**config.mk**
```make
export PLATFORM = sky130hd
export DESIGN_NAME = blockEgress
export DESIGN_NICKNAME = d
export VERILOG_FILES = /design/src/common/serpentPkg.sv /design/src/logic/blockEgress.sv /design/src/logic/sboxLayer.sv
export SDC_FILE = /design/constraint.sdc
export NUM_CORES = 1
export LEC_CHECK = 0
export BUFFER_PORTS_ARGS = -buffer_cell sky130_fd_sc_hd__buf_2
export CORE_AREA = 2 2 203 205
export DETAILED_ROUTE_END_ITERATION = 7
export DIE_AREA = 0 0 205 207
export GPL_TIMING_DRIVEN = 0
export PLACE_DENSITY = 0.65
export SLEW_MARGIN = 10
export SYNTH_ARGS = -nofsm -noshare
export SYNTH_HDL_FRONTEND = slang
export SYNTH_SLANG_ARGS = --single-unit
```
**constraint.sdc**
```tcl
create_clock -name clk -period 3.6 [get_ports clk]
set_input_delay 0.72 -clock clk [delete_from_list [all_inputs] [get_ports clk]]
set_output_delay 0.72 -clock clk [all_outputs]
set_load 0.005 [all_outputs]
```
**src/common/serpentPkg.sv**
```systemverilog
package serpentPkg;

	localparam int blockWidth = 128;
	localparam int roundCount = 32;
	localparam int subkeyCount = 33;
	localparam int keyIndexWidth = 6;

	function automatic logic [31:0] rotateLeft(input logic [31:0] word, input int amount);
		return (word << amount) | (word >> (32 - amount));
	endfunction

	// bit j of the result takes bit (j%4)*32 + j/4 of the input
	function automatic logic [blockWidth-1:0] initialPerm(input logic [blockWidth-1:0] x);
		logic [blockWidth-1:0] y;
		for (int j = 0; j < blockWidth; j++)
			y[j] = x[(j % 4) * 32 + j / 4];
		return y;
	endfunction

	function automatic logic [blockWidth-1:0] finalPerm(input logic [blockWidth-1:0] x);
		logic [blockWidth-1:0] y;
		for (int j = 0; j < blockWidth; j++)
			y[j] = x[(j % 32) * 4 + j / 32];
		return y;
	endfunction

	// linear transform seen from the standard domain
	function automatic logic [blockWidth-1:0] linearTransform(input logic [blockWidth-1:0] x);
		logic [blockWidth-1:0] sliced;
		logic [31:0] x0;
		logic [31:0] x1;
		logic [31:0] x2;
		logic [31:0] x3;
		sliced = finalPerm(x);
		x0 = sliced[31:0]; // least significant word
		x1 = sliced[63:32];
		x2 = sliced[95:64];
		x3 = sliced[127:96];
		x0 = rotateLeft(x0, 13);
		x2 = rotateLeft(x2, 3);
		x1 = x1 ^ x0 ^ x2;
		x3 = x3 ^ x2 ^ (x0 << 3);
		x1 = rotateLeft(x1, 1);
		x3 = rotateLeft(x3, 7);
		x0 = x0 ^ x1 ^ x3;
		x2 = x2 ^ x3 ^ (x1 << 7);
		x0 = rotateLeft(x0, 5);
		x2 = rotateLeft(x2, 22);
		return initialPerm({x3, x2, x1, x0});
	endfunction

endpackage
```
**src/logic/blockEgress.sv**
```systemverilog
`timescale 1ns/1ps

module blockEgress
(
	input logic clk,
	input logic reset,
	input logic inValid,
	input logic [serpentPkg::blockWidth-1:0] inBlock,
	input logic [serpentPkg::blockWidth-1:0] lastKey,
	input logic [serpentPkg::blockWidth-1:0] whiteKey,
	output logic outStrobe,
	output logic [serpentPkg::blockWidth-1:0] ciphertext
);

	import serpentPkg::*;

	localparam logic [2:0] lastBox = 3'((roundCount - 1) % 8);

	logic [blockWidth-1:0] keyed;
	logic [blockWidth-1:0] substituted;
	logic [blockWidth-1:0] whitened;

	assign keyed = inBlock ^ lastKey;

	sboxLayer sboxLayer_inst
	(
		.select(lastBox),
		.inData(keyed),
		.outData(substituted)
	);

	assign whitened = substituted ^ whiteKey; // last round has no linear transform

	always_ff @(posedge clk)
	begin
		if (reset)
			outStrobe <= 1'b0;
		else
			outStrobe <= inValid;
	end

	always_ff @(posedge clk)
	begin
		ciphertext <= finalPerm(whitened);
	end

endmodule

```
**src/logic/sboxLayer.sv**
```systemverilog
`timescale 1ns/1ps

module sboxLayer
(
	input logic [2:0] select,
	input logic [serpentPkg::blockWidth-1:0] inData,
	output logic [serpentPkg::blockWidth-1:0] outData
);

	import serpentPkg::*;

	// eight boxes of sixteen entries, addressed by {box, nibble}
	localparam logic [3:0] boxTable [0:127] = '{
		4'h3, 4'h8, 4'hF, 4'h1,
		4'hA, 4'h6, 4'h5, 4'hB,
		4'hE, 4'hD, 4'h4, 4'h2,
		4'h7, 4'h0, 4'h9, 4'hC,

		4'hF, 4'hC, 4'h2, 4'h7,
		4'h9, 4'h0, 4'h5, 4'hA,
		4'h1, 4'hB, 4'hE, 4'h8,
		4'h6, 4'hD, 4'h3, 4'h4,

		4'h8, 4'h6, 4'h7, 4'h9,
		4'h3, 4'hC, 4'hA, 4'hF,
		4'hD, 4'h1, 4'hE, 4'h4,
		4'h0, 4'hB, 4'h5, 4'h2,

		4'h0, 4'hF, 4'hB, 4'h8,
		4'hC, 4'h9, 4'h6, 4'h3,
		4'hD, 4'h1, 4'h2, 4'h4,
		4'hA, 4'h7, 4'h5, 4'hE,

		4'h1, 4'hF, 4'h8, 4'h3,
		4'hC, 4'h0, 4'hB, 4'h6,
		4'h2, 4'h5, 4'h4, 4'hA,
		4'h9, 4'hE, 4'h7, 4'hD,

		4'hF, 4'h5, 4'h2, 4'hB,
		4'h4, 4'hA, 4'h9, 4'hC,
		4'h0, 4'h3, 4'hE, 4'h8,
		4'hD, 4'h6, 4'h7, 4'h1,

		4'h7, 4'h2, 4'hC, 4'h5,
		4'h8, 4'h4, 4'h6, 4'hB,
		4'hE, 4'h9, 4'h1, 4'hF,
		4'hD, 4'h3, 4'hA, 4'h0,

		4'h1, 4'hD, 4'hF, 4'h0,
		4'hE, 4'h8, 4'h2, 4'hB,
		4'h7, 4'h4, 4'hC, 4'hA,
		4'h9, 4'h3, 4'h5, 4'h6
	};

	always_comb
	begin
		for (int n = 0; n < blockWidth / 4; n++)
			outData[4*n +: 4] = boxTable[{select, inData[4*n +: 4]}]; // bit 4n is the nibble lsb
	end

endmodule

```
==> impl_table.tex, run 1 <==
\begin{tabular}{lr}
\hline
Metric & Value \\
\hline
\multicolumn{2}{l}{\textbf{Status}} \\
Result of the run & complete, no violations \\
\multicolumn{2}{l}{\textbf{Critical path}} \\
Largest delay contributor family on the critical path & compound AO/OA/AOI/OAI gates \\
Largest fanout of any net on the critical path & 7 \\
Worst Setup Start Kind & input pin \\
Delay contributed by the slowest stage of the critical path & 490 ps \\
Data arrival at the endpoint of the critical path & 2470 ps \\
Endpoint class of the critical path & flop \\
Buffering stage count on the worst path with inverters included & 2 \\
Kind of critical path & in -> reg \\
Worst setup path startpoint & lastKey[33] \\
Crit. path cell count & 7 \\
Req. time, crit path & 3930 ps \\
Critical Path, Cell by Cell & buf\_2, xnor2\_1, inv\_1, ha\_1, and2\_1, o32ai\_1, xor2\_1 \\
Slowest stage cell on the critical path & o32ai\_1 \\
\multicolumn{2}{l}{\textbf{Timing}} \\
Max-slew violation total from the final report & 0 \\
Setup repair after global routing missed its margin & false \\
Final critical path time including I/O delays and setup & 2140 ps \\
Crit share post-route & 0.593 \\
Total of endpoints with negative setup slack in the final report & 0 \\
Final number of hold-violating endpoints & 0 \\
Aggregate negative setup slack & 0 ps \\
Highest clock frequency the design can meet & 468 MHz \\
Worst-case headroom to the max-slew limit & 0.620 \\
Slew at the pin closest to its max-slew limit & 569 ps \\
\multicolumn{2}{l}{\textbf{Routing}} \\
DRT Pass-1 Iters & 4 \\
DRC errors left & 0 \\
Via count of the routed design & 10,536 \\
Wire per inst & 14.9 um \\
Total detailed-routing wirelength & 33.9 mm \\
Antenna-violating nets left & 0 \\
DRT iter0 DRCs & 334 \\
Ratio of routed vias to standard cells & 4.62 \\
\multicolumn{2}{l}{\textbf{Clocking}} \\
Max clock buf depth & 2 \\
Hold-fix buffer count after cts & 0 \\
Clock buffer count from CTS & 17 \\
Cts repair resizes & 0 \\
Clock transition time at the flip-flop clock pins of the worst setup and hold paths & 50 ps \\
Clk sink count & 129 \\
Buffers inserted during post-CTS setup optimization & 0 \\
CTS tree & yes \\
Cell chosen for the clock root & clkbuf\_16 \\
Number of levels the H-tree was split into & 4 \\
\multicolumn{2}{l}{\textbf{Power and ir drop}} \\
Highest ir drop seen on vdd & 0.000301 V \\
Leakage power of the design & 7.29 nW \\
Ratio of total power to cell area & 415 nW/um\^{}2 \\
\multicolumn{2}{l}{\textbf{Global route}} \\
Tot GR Track Use & 0.156 \\
Antenna violations before repair & 6 \\
Via count of the first global-routing pass & 10,479 \\
Pin count of the biggest net entering global routing & 17 \\
Global-route wire length before repair & 52.2 mm \\
Sum of overflow across all layers after global routing & 0 \\
\multicolumn{2}{l}{\textbf{Floorplan}} \\
Total core area & 40,400 um\^{}2 \\
Full die area & 42,400 um\^{}2 \\
I/O pins & 516 \\
DIE WIDTH & 205 um \\
Initial core utilization & 0.290 \\
Die outline height & 207 um \\
Num rows & 74 \\
\multicolumn{2}{l}{\textbf{Placed design}} \\
Total instance count after detailed placement & 2,247 \\
Port Buf Inserts & 515 \\
Half-perimeter wire length after placement & 28.5 mm \\
RD Place Congestion & 0.863 \\
\multicolumn{2}{l}{\textbf{Synthesis}} \\
Netlist area before placement & 11,700 um\^{}2 \\
Cell types with the largest area share after synthesis & dfxtp\_1 22\%, ha\_1 14\%, xnor2\_1 12\%, xor2\_2 11\%, xor2\_1 6.6\% \\
Post-synth top area share & 0.221 \\
Net count after synthesis & 1,715 \\
Number of synthesized register bits & 129 \\
Cell variety after synth & 21 \\
Gate count of the mapped netlist & 1,200 \\
Top cell type by total area after synthesis & dfxtp\_1 \\
Average size of a mapped cell & 9.75 um\^{}2 \\
Synth warn & 0 \\
Fraction of the yosys area taken by sequential cells & 0.221 \\
\multicolumn{2}{l}{\textbf{Finish}} \\
Area delta synth->final & 32.9\% \\
Count of nets after finishing & 2,249 \\
Non-filler instance count after layout & 2,279 \\
Fraction of layout instances using a drive strength above 1 & 0.400 \\
Most frequent cells in the layout & 515 x buf\_2, 164 x xnor2\_1, 129 x dfxtp\_1, 128 x ha\_1, 96 x o21ai\_0 \\
Most common library cell in the layout ignoring fill and taps & buf\_2 \\
Final Core Density & 0.385 \\
\multicolumn{2}{l}{\textbf{Job}} \\
Max-cap violations & 0 \\
\multicolumn{2}{l}{\textbf{Hold path}} \\
Cells on Worst Hold Path & 2 \\
Kind of path behind the tightest hold check & in -> reg \\
Worst min-delay path startpoint & reset \\
\hline
\end{tabular}
## sequential cells by signal, indices dropped and copies added, names as in the netlist
name and flops:
ciphertext 128, outStrobe 1
## synth_stat cells
| cell type | number |
|---|---|
| mux2_2 | 18 |
| xnor2_1 | 164 |
| and2_1 | 14 |
| o22ai_1 | 64 |
| and3_1 | 18 |
| o22ai_2 | 18 |
| o221ai_1 | 32 |
| xnor2_2 | 18 |
| inv_1 | 78 |
| mux2i_1 | 64 |
| nor2_1 | 14 |
| xor2_1 | 88 |
| xor2_2 | 82 |
| dfxtp_1 | 129 |
| inv_2 | 18 |
| nor2b_1 | 1 |
| o32ai_1 | 14 |
| ha_1 | 128 |
| nand3_1 | 64 |
| nor3_1 | 78 |
| o21ai_0 | 96 |
## stage by stage
step           hold WS (ps)  total power [mW]  setup slack [ps]  instance area [um^2]
6_report                399              6.45              1460                 15500
5_1_grt                 385              6.90              1280                 15500
4_1_cts                 352              6.55              1420                 15500
3_5_place_dp            880              4.68               906                 14900
3_3_place_gp            877              4.59              1010                 14900
2_1_floorplan           792              3.55              1570                 11700
## metal layers
metal,global-route usage,part of all wire,vias to the layer above
met5,0,0.0010,-
li1,-,-,5248
met1,0.163,0.39,4863
met4,0.0645,0.027,6
met3,0.0548,0.080,56
met2,0.282,0.51,363
## logic make-up (layout without fill, tap and decap cells)
kind of cell	after synthesis	after routing	share of synthesized area
xor+xnor	352	352	0.328
compound gates	224	224	0.129
simple gates	189	189	0.0829
flops	129	129	0.221
fa+ha+maj	128	128	0.137
buf+inv	96	640	0.0308
mux	82	82	0.0721
other cells	0	3	0
## power by group
part,switching [mW],internal (mW),leakage (nW)
Combinational,1.44,1.26,5.91
Sequential,0.107,1.83,1.09
Clock,0.676,1.13,0.293
Total,2.22,4.23,7.29
## area by class of cell
type,count,area (um^2)
Timing Repair Buffer,515,2580
Inverter,96,360
Clock inverter,4,72.6
Sequential cell,129,2580
Clock buffer,25,526
Tap cell,532,666
Antenna cell,3,7.51
Fill cell,3996,24800
Multi-Input combinational cell,975,8760
## worst paths after layout
check,endpoint,slack (ps)
setup / recovery,ciphertext[40]$_DFF_P_,1460
hold / removal,outStrobe$_SDFF_PP0_,400
(Power assumes the default switching activity.)
==> inputs of run 2 (changes only) <==
--- a/config.mk
+++ b/config.mk
@@ -6,11 +6,11 @@
 export NUM_CORES = 1
 export LEC_CHECK = 0
 export BUFFER_PORTS_ARGS = -buffer_cell sky130_fd_sc_hd__buf_2
-export CORE_AREA = 2 2 203 205
+export CORE_AREA = 2 2 198 200
 export DETAILED_ROUTE_END_ITERATION = 7
-export DIE_AREA = 0 0 205 207
+export DIE_AREA = 0 0 200 202
 export GPL_TIMING_DRIVEN = 0
-export PLACE_DENSITY = 0.65
+export PLACE_DENSITY = 0.69
 export SLEW_MARGIN = 10
 export SYNTH_ARGS = -nofsm -noshare
 export SYNTH_HDL_FRONTEND = slang
==> constraint.sdc (replaced) <==
create_clock -name clk -period 1.8 [get_ports clk]
set_input_delay 0.36 -clock clk [delete_from_list [all_inputs] [get_ports clk]]
set_output_delay 0.36 -clock clk [all_outputs]
set_load 0.005 [all_outputs]
==> run 2 against run 1 <==
Compared with the run above:
- sequential cell count is the same
- hold slack worse by 340 ps
- cell area shrank 0.15%
- wire length decreased by 1.8%
- total power is 97% higher
- critical endpoint is now ciphertext[38]$_DFF_P_
==> impl_table.tex, run 2 (synthesis results as in run 1) <==
\begin{tabular}{lr}
\hline
Metric & Value \\
\hline
\multicolumn{2}{l}{\textbf{Status}} \\
Result of the run & complete, no violations \\
\multicolumn{2}{l}{\textbf{Routing}} \\
Total detailed-routing wirelength & 33.2 mm \\
DRT iter0 DRCs & 395 \\
Antenna-violating nets left & 0 \\
Via count of the routed design & 10,617 \\
DRT Pass-1 Iters & 5 \\
Ratio of routed vias to standard cells & 4.69 \\
Wire per inst & 14.7 um \\
DRC errors left & 0 \\
\multicolumn{2}{l}{\textbf{Clocking}} \\
Cell chosen for the clock root & clkbuf\_16 \\
CTS tree & yes \\
Clock buffer count from CTS & 17 \\
Max clock buf depth & 2 \\
Number of levels the H-tree was split into & 4 \\
Clk sink count & 129 \\
Buffers inserted during post-CTS setup optimization & 0 \\
Clock transition time at the flip-flop clock pins of the worst setup and hold paths & 60 ps \\
\multicolumn{2}{l}{\textbf{Critical path}} \\
Kind of critical path & in -> reg \\
Data arrival at the endpoint of the critical path & 2050 ps \\
Req. time, crit path & 2130 ps \\
Delay contributed by the slowest stage of the critical path & 320 ps \\
Worst Setup Start Kind & input pin \\
Largest fanout of any net on the critical path & 6 \\
Slowest stage cell on the critical path & ha\_1 \\
Critical Path, Cell by Cell & buf\_2, xnor2\_2, inv\_1, ha\_1, mux2\_2, o22ai\_2, xor2\_1 \\
Endpoint class of the critical path & flop \\
\multicolumn{2}{l}{\textbf{Placed design}} \\
RD Place Congestion & 0.875 \\
Half-perimeter wire length after placement & 27.9 mm \\
Port Buf Inserts & 515 \\
Placement Cell Area & 14,900 um\^{}2 \\
Total instance count after detailed placement & 2,233 \\
\multicolumn{2}{l}{\textbf{Finish}} \\
Count of nets after finishing & 2,249 \\
Post-route design area & 15,500 um\^{}2 \\
Non-filler instance count after layout & 2,264 \\
Register with the highest flop count & ciphertext \\
Filler cells & 3,789 \\
Area delta synth->final & 32.7\% \\
Flip-flop count of the largest register after layout & 128 \\
Most common library cell in the layout ignoring fill and taps & buf\_2 \\
Fraction of layout instances using a drive strength above 1 & 0.402 \\
Regs by FF count & ciphertext (128), outStrobe (1) \\
Most frequent cells in the layout & 515 x buf\_2, 159 x xnor2\_1, 129 x dfxtp\_1, 128 x ha\_1, 96 x o21ai\_0 \\
\multicolumn{2}{l}{\textbf{Floorplan}} \\
Full die area & 40,400 um\^{}2 \\
I/O pins & 516 \\
Num rows & 72 \\
Die outline height & 202 um \\
Initial core utilization & 0.306 \\
DIE WIDTH & 200 um \\
Total core area & 38,300 um\^{}2 \\
\multicolumn{2}{l}{\textbf{Power and ir drop}} \\
Clk network pwr share & 0.266 \\
Leakage power of the design & 7.31 nW \\
Highest ir drop seen on vdd & 0.000674 V \\
Internal & 8.28 mW \\
Ratio of total power to cell area & 817 nW/um\^{}2 \\
Portion of total power attributed to combinational logic & 0.428 \\
Switching part of the total & 0.347 \\
Switching power of the nets & 4.41 mW \\
Total power draw & 12.7 mW \\
Sequential cell fraction of total power & 0.306 \\
\multicolumn{2}{l}{\textbf{Timing}} \\
Total of endpoints with negative setup slack in the final report & 0 \\
Worst-case headroom to the max-slew limit & 0.643 \\
Setup repair after global routing missed its margin & false \\
Smallest hold slack & 58.3 ps \\
Highest clock frequency the design can meet & 582 MHz \\
Aggregate negative setup slack & 0 ps \\
Final number of hold-violating endpoints & 0 \\
Final critical path time including I/O delays and setup & 1720 ps \\
Max-slew violation total from the final report & 0 \\
Slew at the pin closest to its max-slew limit & 535 ps \\
Crit share post-route & 0.954 \\
\multicolumn{2}{l}{\textbf{Global route}} \\
Antenna violations before repair & 1 \\
Global-route wire length before repair & 50.8 mm \\
Sum of overflow across all layers after global routing & 0 \\
Pin count of the biggest net entering global routing & 17 \\
Tot GR Track Use & 0.159 \\
Via count of the first global-routing pass & 10,341 \\
\multicolumn{2}{l}{\textbf{Hold path}} \\
Kind of path behind the tightest hold check & in -> reg \\
\multicolumn{2}{l}{\textbf{Job}} \\
Max-cap violations & 0 \\
\hline
\end{tabular}
[run 2: cell types whose count changed in the layout (fill, tap and decap cells not counted), sizes merged]
cell	before	now
clkbuf	25	23
clkinvlp	1	0
diode	3	1
clkinv	1	5
[run 2: worst paths after layout]
check / startpoint / end / slack, ps / cells after the start
worst max-delay path: lastKey[25] / ciphertext[38]$_DFF_P_ / 80 / 7
worst min-delay path: reset / outStrobe$_SDFF_PP0_ / 60 / 2
[run 2: through the flow]
| step | setup WS, ps | utilization |
|---|---|---|
| finish | 83.1 | 0.406 |
| CTS | 33.3 | 0.404 |
| floorplan | 128 | - |
| global route | 7.20 | 0.405 |
| detailed placement | -561 | 0.390 |
| global placement | -543 | 0.390 |
[run 2: area by class of cell]
type | count | area, um^2 | share of cell area
Tap cell | 518 | 648 | 0.0417
Clock inverter | 7 | 85.1 | 0.00548
Clock buffer | 23 | 468 | 0.0301
Multi-Input combinational cell | 975 | 8800 | 0.567
Sequential cell | 129 | 2580 | 0.166
Timing Repair Buffer | 515 | 2580 | 0.166
Antenna cell | 1 | 2.50 | 0.000161
Inverter | 96 | 360 | 0.0232
[run 2: critical path: cells and delay by family]
| family | cells | cell delay [ps] |
|---|---|---|
| buffers and inverters | 2 | 310 |
| AOI/OAI and AO/OA | 1 | 180 |
| muxes | 1 | 270 |
| adders and majority gates | 1 | 320 |
| xor gates and xnor gates | 2 | 610 |
[run 2: timing repair]
action                                  CTS  global route
cloned                                    0             0
endpoints found under the setup margin    1             5
hold buffers                              0             0
resized for setup                         1             5
[run 2: power groups by stage]
stage | sequential (mW) | clock [mW] | combinational (mW)
after floorplan | 4.04 | 0 | 3.07
after global placement | 3.94 | 0 | 5.23
after detailed placement | 3.95 | 0 | 5.40
after CTS | 3.89 | 3.48 | 5.44
after global routing | 3.97 | 3.60 | 6.02
final | 3.88 | 3.38 | 5.42
[run 2: per-layer routing]
metal	global-route usage	share of wire	vias up	wire length (um)
met4	0.0664	0.027	0	890
met3	0.0451	0.072	53	2390
met2	0.289	0.51	404	16900
met1	0.170	0.39	4926	13000
met5	0	0	-	0
li1	-	-	5234	-
